<file path="config.mk">
export PLATFORM = sky130hd
export DESIGN_NAME = decode_stage
export DESIGN_NICKNAME = d
export VERILOG_FILES = /design/src/decode_pkg.sv /design/src/inst_decoder.sv /design/src/stage_register.sv /design/src/decode_stage.sv
export VERILOG_INCLUDE_DIRS = /design/src
export SDC_FILE = /design/constraint.sdc
export NUM_CORES = 1
export LEC_CHECK = 0
export BUFFER_PORTS_ARGS = -buffer_cell sky130_fd_sc_hd__buf_2
export CAP_MARGIN = 20
export CELL_PAD_IN_SITES_DETAIL_PLACEMENT = 0
export CELL_PAD_IN_SITES_GLOBAL_PLACEMENT = 1
export CORE_MARGIN = 5
export CORE_UTILIZATION = 33
export CTS_CLUSTER_SIZE = 20
export DETAILED_ROUTE_END_ITERATION = 16
export PLACE_DENSITY = 0.79
export SETUP_SLACK_MARGIN = 0.5
export SLEW_MARGIN = 30
export SYNTH_ARGS = -nofsm -noshare
export SYNTH_HDL_FRONTEND = slang
export SYNTH_SLANG_ARGS = --single-unit
</file>
<file path="constraint.sdc">
create_clock -name clock -period 5.45 [get_ports clock]
set_input_delay 0.8175 -clock clock [delete_from_list [all_inputs] [get_ports clock]]
set_output_delay 0.8175 -clock clock [all_outputs]
set_load 0.01 [all_outputs]
</file>
<file path="src/decode_consts.svh">
// Instruction format constants for the two-slot decode stage
// Opcode ranges are contiguous; each DEC_OPC_* is the first opcode of its range
`ifndef DECODE_CONSTS_SVH
`define DECODE_CONSTS_SVH

`define DEC_INST_W 32
`define DEC_REG_W 5
`define DEC_OPC_MSB 31
`define DEC_OPC_LSB 27
`define DEC_IMM_BIT 26
`define DEC_DEST_LSB 21
`define DEC_SRC0_LSB 16
`define DEC_SRC1_LSB 11
`define DEC_IMM_W 16

// Opcode range starts above the logic range at 0
`define DEC_OPC_SHIFT 8
`define DEC_OPC_ADDER 12
`define DEC_OPC_MUL 16
`define DEC_OPC_SDIV 18
`define DEC_OPC_UDIV 19
`define DEC_OPC_LDST 20
`define DEC_OPC_BRANCH 24
`define DEC_OPC_INVALID 28

`endif

</file>
<file path="src/decode_pkg.sv">
// Types shared by the decoder and the decode stage
// exec_unit_t takes four bits for eight units plus none
`include "decode_consts.svh"

package decode_pkg;

	typedef enum logic [3:0] {
		exec_none,
		exec_logic,
		exec_shift,
		exec_adder,
		exec_mul,
		exec_sdiv,
		exec_udiv,
		exec_ldst,
		exec_branch
	} exec_unit_t;

	// One decoded slot of 55 bits
	typedef struct packed {
		logic valid;
		logic [`DEC_OPC_MSB-`DEC_OPC_LSB:0] cmd;
		exec_unit_t exec_unit;
		logic [`DEC_REG_W-1:0] source0;
		logic [`DEC_INST_W-1:0] source1;
		logic source1_imm;
		logic [`DEC_REG_W-1:0] destination;
		logic writeback;
		logic fault_invalid_inst;
	} slot_payload_t;

	// Bundle-wide fetch data of 100 bits
	typedef struct packed {
		logic slot0_pagefault;
		logic slot0_branch_predict;
		logic [`DEC_INST_W-1:0] slot0_branch_predict_addr;
		logic slot1_pagefault;
		logic slot1_branch_predict;
		logic [`DEC_INST_W-1:0] slot1_branch_predict_addr;
		logic [`DEC_INST_W-1:0] pc;
	} system_payload_t;

endpackage

</file>
<file path="src/inst_decoder.sv">
// Purely combinational decode of one instruction word
// Opcodes 28 to 31 are not defined and raise the invalid-instruction fault
`include "decode_consts.svh"

module inst_decoder (
	input wire [`DEC_INST_W-1:0] inst,
	output logic [`DEC_OPC_MSB-`DEC_OPC_LSB:0] cmd,
	output decode_pkg::exec_unit_t exec_unit,
	output logic [`DEC_REG_W-1:0] source0,
	output logic [`DEC_INST_W-1:0] source1,
	output logic source1_imm,
	output logic [`DEC_REG_W-1:0] destination,
	output logic writeback,
	output logic fault_invalid_inst
);

	logic [`DEC_OPC_MSB-`DEC_OPC_LSB:0] opc;
	logic [`DEC_INST_W-1:0] imm_ext;
	logic [`DEC_INST_W-1:0] reg_ext;

	assign opc = inst[`DEC_OPC_MSB:`DEC_OPC_LSB];

	// Sign-extended immediate and zero-extended register index
	assign imm_ext = {{(`DEC_INST_W-`DEC_IMM_W){inst[`DEC_IMM_W-1]}},
		inst[`DEC_IMM_W-1:0]};
	assign reg_ext = {{(`DEC_INST_W-`DEC_REG_W){1'b0}},
		inst[`DEC_SRC1_LSB +: `DEC_REG_W]};

	always_comb begin
		cmd = opc;
		source0 = inst[`DEC_SRC0_LSB +: `DEC_REG_W];
		destination = inst[`DEC_DEST_LSB +: `DEC_REG_W];
		source1_imm = inst[`DEC_IMM_BIT];
		source1 = source1_imm ? imm_ext : reg_ext;

		// Unit class by opcode range
		if (opc < `DEC_OPC_SHIFT) begin
			exec_unit = decode_pkg::exec_logic;
		end else if (opc < `DEC_OPC_ADDER) begin
			exec_unit = decode_pkg::exec_shift;
		end else if (opc < `DEC_OPC_MUL) begin
			exec_unit = decode_pkg::exec_adder;
		end else if (opc < `DEC_OPC_SDIV) begin
			exec_unit = decode_pkg::exec_mul;
		end else if (opc < `DEC_OPC_UDIV) begin
			exec_unit = decode_pkg::exec_sdiv;
		end else if (opc < `DEC_OPC_LDST) begin
			exec_unit = decode_pkg::exec_udiv;
		end else if (opc < `DEC_OPC_BRANCH) begin
			exec_unit = decode_pkg::exec_ldst;
		end else if (opc < `DEC_OPC_INVALID) begin
			exec_unit = decode_pkg::exec_branch;
		end else begin
			exec_unit = decode_pkg::exec_none;
		end

		fault_invalid_inst = (opc >= `DEC_OPC_INVALID);

		// Stores are the odd load/store opcodes and write no register
		case (exec_unit)
			decode_pkg::exec_none,
			decode_pkg::exec_branch: writeback = 1'b0;
			decode_pkg::exec_ldst: writeback = !opc[0];
			default: writeback = 1'b1;
		endcase

		assert (fault_invalid_inst == (exec_unit == decode_pkg::exec_none))
		else $error("invalid-instruction fault disagrees with unit class");
		assert (!(writeback && fault_invalid_inst))
		else $error("writeback requested on an invalid instruction");
	end

endmodule

</file>
<file path="src/stage_register.sv">
// One-entry pipeline register with request/busy handshake
// prev_busy depends combinationally on next_busy, so a full stall ripples back
module stage_register #(
	parameter type payload_t = logic
) (
	input wire clock,
	input wire rst_n,
	input wire prev_req,
	output logic prev_busy,
	input payload_t prev_data,
	output logic next_req,
	input wire next_busy,
	output payload_t next_data
);

	logic valid;
	logic accept;
	payload_t data;

	// Busy only while an item is stuck downstream
	assign prev_busy = valid && next_busy;
	assign accept = prev_req && !prev_busy;

	always_ff @(posedge clock or negedge rst_n) begin
		if (!rst_n) begin
			valid <= 1'b0;
		end else if (accept) begin
			valid <= 1'b1;
		end else if (!next_busy) begin
			// Item left with nothing behind it
			valid <= 1'b0;
		end
	end

	always_ff @(posedge clock) begin
		if (accept) begin
			data <= prev_data;
		end
	end

	assign next_req = valid;
	assign next_data = data;

	// A stalled item must not move or vanish
	hold_under_busy: assert property (
		@(posedge clock) disable iff (!rst_n)
		next_req && next_busy |=> next_req && $stable(next_data)
	) else $error("stage register lost or changed a stalled item");

	// An accepted item is presented one cycle later
	accept_shows_item: assert property (
		@(posedge clock) disable iff (!rst_n)
		accept |=> next_req && next_data == $past(prev_data)
	) else $error("stage register did not present an accepted item");

endmodule

</file>
<file path="src/decode_stage.sv">
// Two-slot decode stage, one bundle per cycle, one cycle of latency
// All three registers move together since they share one request and one busy
// Upstream must hold the bundle while prev_lock is high
`include "decode_consts.svh"

module decode_stage (
	input wire clock,
	input wire rst_n,
	input wire prev_valid,
	input wire [`DEC_INST_W-1:0] prev_pc,
	output logic prev_lock,
	input wire prev_0_valid,
	input wire prev_0_pagefault,
	input wire prev_0_branch_predict,
	input wire [`DEC_INST_W-1:0] prev_0_branch_predict_addr,
	input wire [`DEC_INST_W-1:0] prev_0_inst,
	input wire prev_1_valid,
	input wire prev_1_pagefault,
	input wire prev_1_branch_predict,
	input wire [`DEC_INST_W-1:0] prev_1_branch_predict_addr,
	input wire [`DEC_INST_W-1:0] prev_1_inst,
	output logic next_valid,
	output logic [`DEC_INST_W-1:0] next_pc,
	input wire next_lock,
	output logic next_0_valid,
	output logic next_0_fault_pagefault,
	output logic next_0_fault_invalid_inst,
	output logic next_0_branch_predict,
	output logic [`DEC_INST_W-1:0] next_0_branch_predict_addr,
	output logic [`DEC_OPC_MSB-`DEC_OPC_LSB:0] next_0_cmd,
	output decode_pkg::exec_unit_t next_0_exec_unit,
	output logic [`DEC_REG_W-1:0] next_0_source0,
	output logic [`DEC_INST_W-1:0] next_0_source1,
	output logic next_0_source1_imm,
	output logic [`DEC_REG_W-1:0] next_0_destination,
	output logic next_0_writeback,
	output logic next_1_valid,
	output logic next_1_fault_pagefault,
	output logic next_1_fault_invalid_inst,
	output logic next_1_branch_predict,
	output logic [`DEC_INST_W-1:0] next_1_branch_predict_addr,
	output logic [`DEC_OPC_MSB-`DEC_OPC_LSB:0] next_1_cmd,
	output decode_pkg::exec_unit_t next_1_exec_unit,
	output logic [`DEC_REG_W-1:0] next_1_source0,
	output logic [`DEC_INST_W-1:0] next_1_source1,
	output logic next_1_source1_imm,
	output logic [`DEC_REG_W-1:0] next_1_destination,
	output logic next_1_writeback
);

	decode_pkg::slot_payload_t slot0_in;
	decode_pkg::slot_payload_t slot1_in;
	decode_pkg::slot_payload_t slot0_out;
	decode_pkg::slot_payload_t slot1_out;
	decode_pkg::system_payload_t sys_in;
	decode_pkg::system_payload_t sys_out;
	logic sys_busy;
	logic slot0_busy;
	logic slot1_busy;
	logic accept;

	assign slot0_in.valid = prev_0_valid;
	assign slot1_in.valid = prev_1_valid;

	inst_decoder slot0_dec (
		.inst(prev_0_inst),
		.cmd(slot0_in.cmd),
		.exec_unit(slot0_in.exec_unit),
		.source0(slot0_in.source0),
		.source1(slot0_in.source1),
		.source1_imm(slot0_in.source1_imm),
		.destination(slot0_in.destination),
		.writeback(slot0_in.writeback),
		.fault_invalid_inst(slot0_in.fault_invalid_inst)
	);

	inst_decoder slot1_dec (
		.inst(prev_1_inst),
		.cmd(slot1_in.cmd),
		.exec_unit(slot1_in.exec_unit),
		.source0(slot1_in.source0),
		.source1(slot1_in.source1),
		.source1_imm(slot1_in.source1_imm),
		.destination(slot1_in.destination),
		.writeback(slot1_in.writeback),
		.fault_invalid_inst(slot1_in.fault_invalid_inst)
	);

	assign sys_in = '{
		slot0_pagefault: prev_0_pagefault,
		slot0_branch_predict: prev_0_branch_predict,
		slot0_branch_predict_addr: prev_0_branch_predict_addr,
		slot1_pagefault: prev_1_pagefault,
		slot1_branch_predict: prev_1_branch_predict,
		slot1_branch_predict_addr: prev_1_branch_predict_addr,
		pc: prev_pc
	};

	// Bundle is taken only when no register is holding a stalled item
	assign prev_lock = sys_busy || slot0_busy || slot1_busy;
	assign accept = prev_valid && !prev_lock;

	stage_register #(.payload_t(decode_pkg::system_payload_t)) system_reg (
		.clock(clock),
		.rst_n(rst_n),
		.prev_req(accept),
		.prev_busy(sys_busy),
		.prev_data(sys_in),
		.next_req(next_valid),
		.next_busy(next_lock),
		.next_data(sys_out)
	);

	stage_register #(.payload_t(decode_pkg::slot_payload_t)) slot0_reg (
		.clock(clock),
		.rst_n(rst_n),
		.prev_req(accept),
		.prev_busy(slot0_busy),
		.prev_data(slot0_in),
		.next_req(),
		.next_busy(next_lock),
		.next_data(slot0_out)
	);

	stage_register #(.payload_t(decode_pkg::slot_payload_t)) slot1_reg (
		.clock(clock),
		.rst_n(rst_n),
		.prev_req(accept),
		.prev_busy(slot1_busy),
		.prev_data(slot1_in),
		.next_req(),
		.next_busy(next_lock),
		.next_data(slot1_out)
	);

	assign next_pc = sys_out.pc;

	// Per-slot faults come from two registers, fetch fault and decode fault
	assign next_0_valid = slot0_out.valid;
	assign next_0_fault_pagefault = sys_out.slot0_pagefault;
	assign next_0_fault_invalid_inst = slot0_out.fault_invalid_inst;
	assign next_0_branch_predict = sys_out.slot0_branch_predict;
	assign next_0_branch_predict_addr = sys_out.slot0_branch_predict_addr;
	assign next_0_cmd = slot0_out.cmd;
	assign next_0_exec_unit = slot0_out.exec_unit;
	assign next_0_source0 = slot0_out.source0;
	assign next_0_source1 = slot0_out.source1;
	assign next_0_source1_imm = slot0_out.source1_imm;
	assign next_0_destination = slot0_out.destination;
	assign next_0_writeback = slot0_out.writeback;

	assign next_1_valid = slot1_out.valid;
	assign next_1_fault_pagefault = sys_out.slot1_pagefault;
	assign next_1_fault_invalid_inst = slot1_out.fault_invalid_inst;
	assign next_1_branch_predict = sys_out.slot1_branch_predict;
	assign next_1_branch_predict_addr = sys_out.slot1_branch_predict_addr;
	assign next_1_cmd = slot1_out.cmd;
	assign next_1_exec_unit = slot1_out.exec_unit;
	assign next_1_source0 = slot1_out.source0;
	assign next_1_source1 = slot1_out.source1;
	assign next_1_source1_imm = slot1_out.source1_imm;
	assign next_1_destination = slot1_out.destination;
	assign next_1_writeback = slot1_out.writeback;

	// Any slot lock implies the system register also shows a waiting bundle
	lock_has_bundle: assert property (
		@(posedge clock) disable iff (!rst_n)
		prev_lock |-> next_valid && next_lock
	) else $error("upstream locked with no bundle waiting downstream");

endmodule

</file>
After elaboration in Yosys (flattened, before gate mapping). Index checks and enable logic that the tools add are counted.

Output and inout bits: 212. Bits in registers: 181. Input bits: 170. Logic and storage cells: 98.

Order comparisons: 18. Reduce and logical (&&, ||, !) cells: 19. Multiplexer cells: 24. Equality and inequality tests: 7.

Operators with widths (count): 4-bit two-way mux (16); 5-bit less-than comparator, second input constant (12); 5-bit by 4-bit less-than comparator with 1-bit output, second input constant (4); 5-bit greater-or-equal comparator, second input constant (2); 5-bit two-way mux (2); 4-bit by 3-bit == test with 1-bit output, second input constant (2); 4-bit == test, second input constant (2); 4-bit zero test (2); 1-bit logical AND (7); 1-bit zero test (6); 2-bit by 1-bit inequality test with 1-bit output, second input constant (3); 1-bit two-way mux (4); 1-bit one-hot mux with 2 select lines (2); 2-bit OR reduction (2); 1-bit logical OR (2).

Longest topological paths before layout. Gate-level depths: netlist (run 1).

Depth in word-level cells: 12. Depth in mapped cells: 3.

By module. A second synthesis (run 1) with hierarchy kept.

Cell total of the unflattened synthesis: 350. Area, all modules: 7422.1 µm².

Modules (own cells, without submodules): stage_register (slot0_reg ...) (cells each 59, seq. area each 1676.6 µm², times used 2, area each 1701.6 µm²); stage_register (system_reg) (cells each 104, seq. area each 3027.9 µm², times used 1, area each 3052.9 µm²); inst_decoder (cells each 63, seq. area each 0.0 µm², times used 2, area each 475.5 µm²); decode_stage (cells each 2, seq. area each 0.0 µm², times used 1, area each 15.0 µm²).

Least setup slack after synthesis (run 1). Ideal clock, no wire load.

Kind: in2reg. Start: input next_lock. End: register system_reg.data, in the netlist system_reg.next_data[0], enable pin. Cell stages on the path: 2. Path buffers: 0. Path slack: 1.445 ns. Arrival time: 3.524 ns. Path through: o31a_4 > nor2b_2.

Longest elaborated chain between the ends: 6. Elaborated cells on any way between the ends: 9. Classes of those cells: reduce/logical: 9.

RTL lines: start: declaration (line decode_stage.sv:24) `input wire next_lock,`; 1-bit logical AND (line stage_register.sv:21) `assign prev_busy = valid && next_busy;`; 1-bit logical OR (2 in a row) (line decode_stage.sv:100) `assign prev_lock = sys_busy || slot0_busy || slot1_busy;`; 1-bit zero test (line decode_stage.sv:101) `assign accept = prev_valid && !prev_lock;`; 1-bit logical AND (line decode_stage.sv:101); 1-bit logical AND * (line stage_register.sv:22) `assign accept = prev_req && !prev_busy;`; via system_reg.accept (line stage_register.sv:17) `logic accept;`; end signal: assignment (line stage_register.sv:37) `data <= prev_data;`; end: declaration (line stage_register.sv:18) `payload_t data;`.

The timed path passes the listed nets; every way through them passes the cells marked *. A chain may end at the register's enable or synchronous reset.

Worst setup path in the final report (run 1).
Start: register system_reg.valid (netlist: system_reg.next_req). End: register system_reg.data, in the netlist system_reg.next_data[58], enable pin.

Longest elaborated chain between the ends: 6. Elaborated cells on any way between the ends: 7. Classes of those cells: reduce/logical: 7.

RTL lines: start: declaration (line stage_register.sv:16) `logic valid;`; start signal: assignment (line stage_register.sv:26) `valid <= 1'b0;`; start signal: assignment (line stage_register.sv:28) `valid <= 1'b1;`; start signal: assignment (line stage_register.sv:31) `valid <= 1'b0;`; 1-bit logical AND * (line stage_register.sv:21); 1-bit logical OR (2 in a row) (line decode_stage.sv:100); 1-bit zero test (line decode_stage.sv:101); 1-bit logical AND (line decode_stage.sv:101); 1-bit logical AND * (line stage_register.sv:22); via system_reg.accept (line stage_register.sv:17).

Marks and branches as above.

==> results of run 1 <==
==> through the flow <==
step	cells	total power (uW)
floorplan	285	1810
global placement	866	1960
detailed placement	867	1970
CTS	899	3250
global route	900	3350
finish	901	3210
==> worst max-delay path, stage by stage, from the launching register on <==
cell	delay (ns)
sky130_fd_sc_hd__dfrtp_1	0.43
sky130_fd_sc_hd__o31a_4	0.42
sky130_fd_sc_hd__nor2b_4	0.11
sky130_fd_sc_hd__buf_4	0.42
sky130_fd_sc_hd__buf_4	0.69
==> sequential cells by signal (all words and copies together), names as in the netlist <==
register,cells
slot1_reg.next_req,1
slot1_reg.next_data,39
system_reg.next_req,1
slot0_reg.next_req,1
slot0_reg.next_data,39
system_reg.next_data,100
==> logic make-up (layout without fill, tap and decap cells) <==
group           count (synthesis)  after routing
compound gates                 13             13
xor+xnor                        1              1
simple gates                   43             43
flops                         181            181
buf+inv                        37            418
other cells                     0              1
mux                            10             10
==> routing by layer <==
layer	vias to the layer above	routed length (um)	part of all wire	track usage
met1	1887	5610	0.35	0.157
li1	1793	-	-	-
met2	214	8570	0.53	0.253
met3	25	1740	0.11	0.0642
met4	2	326	0.020	0.0541
met5	-	13	0.00080	0
==> synthesized netlist by cell type <==
cell and number:
sky130_fd_sc_hd__edfxtp_1 178, sky130_fd_sc_hd__buf_4 32, sky130_fd_sc_hd__and2_1 24, sky130_fd_sc_hd__mux2_1 10, sky130_fd_sc_hd__nor2b_1 5, sky130_fd_sc_hd__buf_2 4, sky130_fd_sc_hd__nand2_1 4, sky130_fd_sc_hd__dfrtp_1 3
sky130_fd_sc_hd__nor2b_2 3, sky130_fd_sc_hd__a21o_1 2, sky130_fd_sc_hd__a22o_1 2, sky130_fd_sc_hd__and3_1 2, sky130_fd_sc_hd__nand2b_1 2, sky130_fd_sc_hd__nor2_1 2, sky130_fd_sc_hd__o21ai_0 2, sky130_fd_sc_hd__a211oi_1 1
sky130_fd_sc_hd__a21oi_1 1, sky130_fd_sc_hd__a221oi_1 1, sky130_fd_sc_hd__a221oi_2 1, sky130_fd_sc_hd__a22o_2 1, sky130_fd_sc_hd__inv_1 1, sky130_fd_sc_hd__nor3_1 1, sky130_fd_sc_hd__o21ai_1 1, sky130_fd_sc_hd__o31a_4 1
sky130_fd_sc_hd__xnor2_1 1
==> cell usage in the layout, fill, tap and decap left out <==
cell type and n:
sky130_fd_sc_hd__a211oi_1 1, sky130_fd_sc_hd__a221oi_1 1, sky130_fd_sc_hd__xnor2_1 1, sky130_fd_sc_hd__buf_2 381, sky130_fd_sc_hd__a21oi_1 1, sky130_fd_sc_hd__nor2_1 2
sky130_fd_sc_hd__dfrtp_1 3, sky130_fd_sc_hd__nor2b_4 3, sky130_fd_sc_hd__and3_1 2, sky130_fd_sc_hd__nand2_1 4, sky130_fd_sc_hd__buf_4 2, sky130_fd_sc_hd__inv_8 6
sky130_fd_sc_hd__o31a_4 1, sky130_fd_sc_hd__a21o_1 2, sky130_fd_sc_hd__nand2b_1 2, sky130_fd_sc_hd__nor2b_1 5, sky130_fd_sc_hd__diode_2 1, sky130_fd_sc_hd__a221oi_2 1
sky130_fd_sc_hd__buf_16 2, sky130_fd_sc_hd__edfxtp_1 178, sky130_fd_sc_hd__clkbuf_16 17, sky130_fd_sc_hd__inv_1 1, sky130_fd_sc_hd__bufinv_16 2, sky130_fd_sc_hd__inv_6 2
sky130_fd_sc_hd__a22o_1 2, sky130_fd_sc_hd__and2_1 24, sky130_fd_sc_hd__clkinv_4 3, sky130_fd_sc_hd__nor3_1 1, sky130_fd_sc_hd__mux2_1 10, sky130_fd_sc_hd__o21ai_0 2
sky130_fd_sc_hd__o21ai_1 1, sky130_fd_sc_hd__a22o_2 1, sky130_fd_sc_hd__clkinv_8 2
==> power breakdown <==
group	total (uW)	switching [uW]	leakage, uW	internal, uW
Sequential	1650	26.4	0.00172	1630
Clock	1280	570	0.000309	708
Combinational	282	158	0.00176	124
==> path summary, 6_finish.rpt <==
kind	end	slack, ns	depth (start not counted)
max	system_reg.next_data[58]	2.96	4
min	system_reg.next_req	0.19	1
max reg2reg	system_reg.next_data[58]	2.96	4
min reg2reg	slot1_reg.next_req	0.60	1
max in group asynchronous	slot0_reg.next_req	5.16	1
min in group clock	system_reg.next_data[87]	0.57	1
==> area by class of cell <==
class                   count  area [um2]  share of cell area
multi-input cells          67         508              0.0575
clock inverters            15         204              0.0231
diodes                      1        2.50            0.000283
flip-flops and latches    181        5420               0.614
inverters                   1        3.75            0.000425
well taps                 234         293              0.0331
clock buffers              17         425              0.0482
repair buffers            385        1980               0.224
==> results.yml, run 1 <==
sta:
  timing.final.crit_share: 0.458
  rsz0062_at_grt: "false"
  max_slew_margin: 0.481
  period_needed_ns: 2.49
  slew_violations: 0
  final_hold_viol_count: 0
  max_freq_mhz: 401
  worst-slew-pin-transition_ns: 0.778
  final_critical_path_setup_slack_ns: 2.96
  setup-violations-final: 0
  hold_slack_ns: 0.189
  timing.clock.skew_ns: 0.00837
  setup-tns-final_ns: 0
synthesis:
  synth.cell_area_um2: 6180
  area_share_of_xor_xnor_cells_in_the_synthesized_design: 0.00142
  synth-adder-area-share: 0
  netlist-cell-type-count: 25
  synthSimpleGateAreaFrac: 0.0421
  synth_fp_nets: 455
  synth_area_in_compound_gates: 0.0180
  syn-mean-instance-area_um2: 21.7
  netlist.area_leader.share: 0.865
  netlist_top_cells_area: "sky130_fd_sc_hd__edfxtp_1 87%, sky130_fd_sc_hd__buf_4 3.9%, sky130_fd_sc_hd__and2_1 2.4%"
  syn-instance-count: 285
  ys.warnings.count: 0
  muxShareOfSynthArea: 0.0182
  share_of_synthesized_area_occupied_by_flip_flops_and_latches: 0.877
  yosys_register_bits: 181
  synth_top_cell_by_area: "sky130_fd_sc_hd__edfxtp_1"
  synth_top_family_by_area: "buffers and inverters"
grt:
  antenna_found_initial: 1
  first_pass_grt_wire_length_um: 24100
  grt_max_degree: 64
  groute.usage.overall: 0.146
  gr-total-overflow: 0
  first_global_vias: 4205
setup_path:
  critPathArrivalTime_ns: 2.54
  crit_type: "flip-flop to flip-flop"
  critical_path.endpoint_type: "flip-flop"
  timing.critical_path.from: "system_reg.next_req"
  crit_fanout: 63
  cp_data_required_time_ns: 5.49
  startpoint_type: "flip-flop"
  r2r-start: "system_reg.next_req"
detailed_routing:
  drt_first_iter_violations: 154
  first_pass_iters: 4
  ant_nets: 0
  avgViaCountPerCell: 4.35
  via_count: 3921
  drt_wl_total_um: 16300
  drc: 0
  routedWlPerCell_um: 18.0
job:
  cap_violations: 0
outcome:
  status: "completed"
cts:
  cts.clk_slew.worst_paths_ns: 0.07
  cts_num_sinks: 181
  clock_latency_ns: 0.42
  htree_levels: 4
  cts-hold-fix-buffers: 0
  cts-root-buf: "sky130_fd_sc_hd__clkbuf_16"
  setup_buffers_after_cts: 0
  total_cts_buffers: 17
  cts-root-to-sink-buffers: 2
  cts_resized: 0
  tritoncts_clock_tree: "yes"
floorplanning:
  start_util: 0.332
  standard_cell_row_count: 50
  floorplan.die.height_um: 147
  core-area_um2: 18600
  design.die.area_um2: 21600
  die_w_um: 147
  num_io_pins: 382
finish:
  syn2layout_area_growth_pct: 43.0
  layout.filler_cells: 1642
  utilization: 0.475
  proportion_of_layout_cells_with_a_drive_suffix_above_1: 0.635
  finish.net_count: 823
  post_route_cell_area_um2: 8830
placement:
  place_worst_setup_slack_ns: 2.64
  routabilityCongestion: 0.825
  dpl_cell_area_um2: 8170
  detailedPlacementHpwl_um: 12700
  port_buffers: 381
worst_hold_path:
  hold_path_class: "input port to asynchronous set/reset pin"
power_and_ir_drop:
  vdd_ir_drop_max_mv: 0.189
  power_per_cell_area_nw_per_um2: 364
  p_leak_uw: 0.00380
Power figures use the tool's default switching activity.
==> run 2, diff against run 1 <==
- ABC_AREA: unset -> 1
- CORE_UTILIZATION: 33 -> 30
- PLACE_DENSITY: 0.79 -> 0.76
- clock period: 5.45 -> 2.1 ns (I/O delays scaled with it)
==> results.yml, run 2 <==
outcome:
  status: "completed"
synthesis:
  synth_fp_nets: 489
  syn-mean-instance-area_um2: 19.5
  ys.warnings.count: 0
  syn-instance-count: 319
  yosys_register_bits: 181
  synth_top_cells_by_count: "178 x sky130_fd_sc_hd__edfxtp_1, 37 x sky130_fd_sc_hd__nand2_1, 34 x sky130_fd_sc_hd__buf_4"
  post-synth-top-count-cell: "sky130_fd_sc_hd__edfxtp_1"
  netlist.area_leader.share: 0.859
  netlist_top_cells_area: "sky130_fd_sc_hd__edfxtp_1 86%, sky130_fd_sc_hd__buf_4 4.1%, sky130_fd_sc_hd__mux2_4 2.4%"
  synth-edff-count: 178
  postSynth.topFlopCell: "sky130_fd_sc_hd__edfxtp_1"
  synth.cell_area_um2: 6220
  netlist-cell-type-count: 17
  ys_async_sr_fraction: 0.0166
  share_of_synthesized_area_occupied_by_flip_flops_and_latches: 0.871
  synth_top_cell_by_area: "sky130_fd_sc_hd__edfxtp_1"
floorplanning:
  num_io_pins: 382
  core-area_um2: 20300
  floorplan.die.height_um: 154
  design.die.area_um2: 23700
  start_util: 0.306
  die_w_um: 154
  standard_cell_row_count: 52
finish:
  syn2layout_area_growth_pct: 44.3
  proportion_of_layout_cells_with_a_drive_suffix_above_1: 0.620
  most_common_library_cell_in_the_layout_ignoring_fill_and_taps: "sky130_fd_sc_hd__buf_2"
  layout_common_cells: "381 x sky130_fd_sc_hd__buf_2, 178 x sky130_fd_sc_hd__edfxtp_1, 37 x sky130_fd_sc_hd__nand2_1"
  flip_flop_count_of_the_largest_register_all_copies_and_words_added: 100
  utilization: 0.442
  finish.net_count: 867
setup_path:
  crit_type: "flip-flop to flip-flop"
  cp_data_required_time_ns: 2.20
  crit_fanout: 39
  worst_r2r_path_depth: 5
  critPathArrivalTime_ns: 1.62
  timing.critical_path.from: "slot1_reg.next_req"
  r2r-start: "slot1_reg.next_req"
  setup_slack_of_the_most_critical_reg_to_reg_path_ns: 0.58
  worst_setup_path_endpoint: "slot0_reg.next_data[0]"
  critical_r2r_capture: "slot0_reg.next_data[0]"
  startpoint_type: "flip-flop"
  critical_path.endpoint_type: "flip-flop"
sta:
  period_needed_ns: 1.52
  max_slew_margin: 0.749
  timing.final.crit_share: 0.722
  timing.clock.skew_ns: 0.00963
  slew_violations: 0
  setup-tns-final_ns: 0
  rsz0062_at_grt: "true"
  setup-violations-final: 0
  worst-slew-pin-transition_ns: 0.377
  max_freq_mhz: 659
  hold_slack_ns: 0.0662
  final_hold_viol_count: 0
worst_hold_path:
  hold_path_class: "input port to flip-flop"
power_and_ir_drop:
  vdd_ir_drop_max_mv: 0.489
  power_per_cell_area_nw_per_um2: 969
  design_power_total_uw: 8700
  p_leak_uw: 0.00406
grt:
  grt_max_degree: 40
  groute.usage.overall: 0.128
  gr-total-overflow: 0
  antenna_found_initial: 3
  first_global_vias: 4106
  first_pass_grt_wire_length_um: 22900
job:
  cap_violations: 0
detailed_routing:
  drt_first_iter_violations: 127
  ant_nets: 0
  via_count: 3920
  routedWlPerCell_um: 16.2
  avgViaCountPerCell: 4.00
  first_pass_iters: 4
  drt_wl_total_um: 15900
  drc: 0
cts:
  tritoncts_clock_tree: "yes"
  cts_num_sinks: 181
  cts.clk_slew.worst_paths_ns: 0.08
  htree_levels: 4
  cts-root-to-sink-buffers: 2
  total_cts_buffers: 17
  cts-root-buf: "sky130_fd_sc_hd__clkbuf_16"
  clock_latency_ns: 0.42
placement:
  port_buffers: 381
  detailedPlacementHpwl_um: 12400
  routabilityCongestion: 0.769
==> run 2: how the worst min path moves through the flow <==
stage / startpoint / cells past startpoint / endpoint
after floorplan: rst_n / 0 / slot0_reg.next_req
after global placement: rst_n / 1 / system_reg.next_req
after detailed placement: rst_n / 1 / system_reg.next_req
after CTS: prev_0_inst[19] / 1 / slot0_reg.next_data[43]
after global routing: prev_0_branch_predict_addr[20] / 1 / system_reg.next_data[86]
final: prev_1_inst[21] / 1 / slot1_reg.next_data[2]
==> run 2: layout make-up <==
type	count	area (um2)
Timing Repair Buffer	395	2100
Clock buffer	17	425
Fill cell	1890	11300
Inverter	34	131
Antenna cell	1	2.50
Multi-Input combinational cell	68	394
Sequential cell	181	5420
Clock inverter	15	159
Tap cell	270	338
==> run 2: through the flow <==
stage | cells | worst slack (ns) | area, um2
after detailed placement | 939 | 0.401 | 8280
after floorplan | 319 | -0.492 | 6220
after global placement | 939 | 0.416 | 8280
after CTS | 976 | 0.551 | 8930
final | 981 | 0.584 | 8970
after global routing | 981 | 0.487 | 8970
==> run 2: critical path: stages, from the launching register on <==
cell and delay (ns):
sky130_fd_sc_hd__dfrtp_1 0.36, sky130_fd_sc_hd__nand2_1 0.10, sky130_fd_sc_hd__nand4_1 0.19, sky130_fd_sc_hd__buf_4 0.20
sky130_fd_sc_hd__inv_1 0.09, sky130_fd_sc_hd__buf_12 0.22
==> run 2: timing repair <==
| action | 4_1_cts | 5_1_grt |
|---|---|---|
| setup buffers | 3 | 4 |
| hold buffers | 1 | 0 |
| endpoints found under the setup margin | 56 | 82 |
| endpoints found under the hold margin | 3 | 0 |
| resized for setup | 0 | 0 |
| cloned | 1 | 0 |
| pin swaps | 1 | 0 |
==> run 2: routing by layer <==
metal	GRT usage	vias to the layer above	part of all wire
met5	0	-	0.0013
met4	0.0412	4	0.015
met3	0.0641	18	0.13
met2	0.228	224	0.52
met1	0.132	1800	0.34
li1	-	1874	-
==> run 2: cells by family (layout without fill, tap and decap cells) <==
group                  Yosys count  count (layout)  synth area share
other                            0               1                 0
and+or+nand+nor                 51              51            0.0330
DFF                            181             181             0.871
AOI/OAI and AO/OA                7               7           0.00624
muxes                           10              10            0.0241
buffers and inverters           70             461            0.0652
==> run 2: report_power, final <==
group	total (uW)	switching (uW)	internal, uW
registers	4480	76.7	4400
clock network	3080	1480	1590
logic	1140	661	482
total	8700	2220	6480
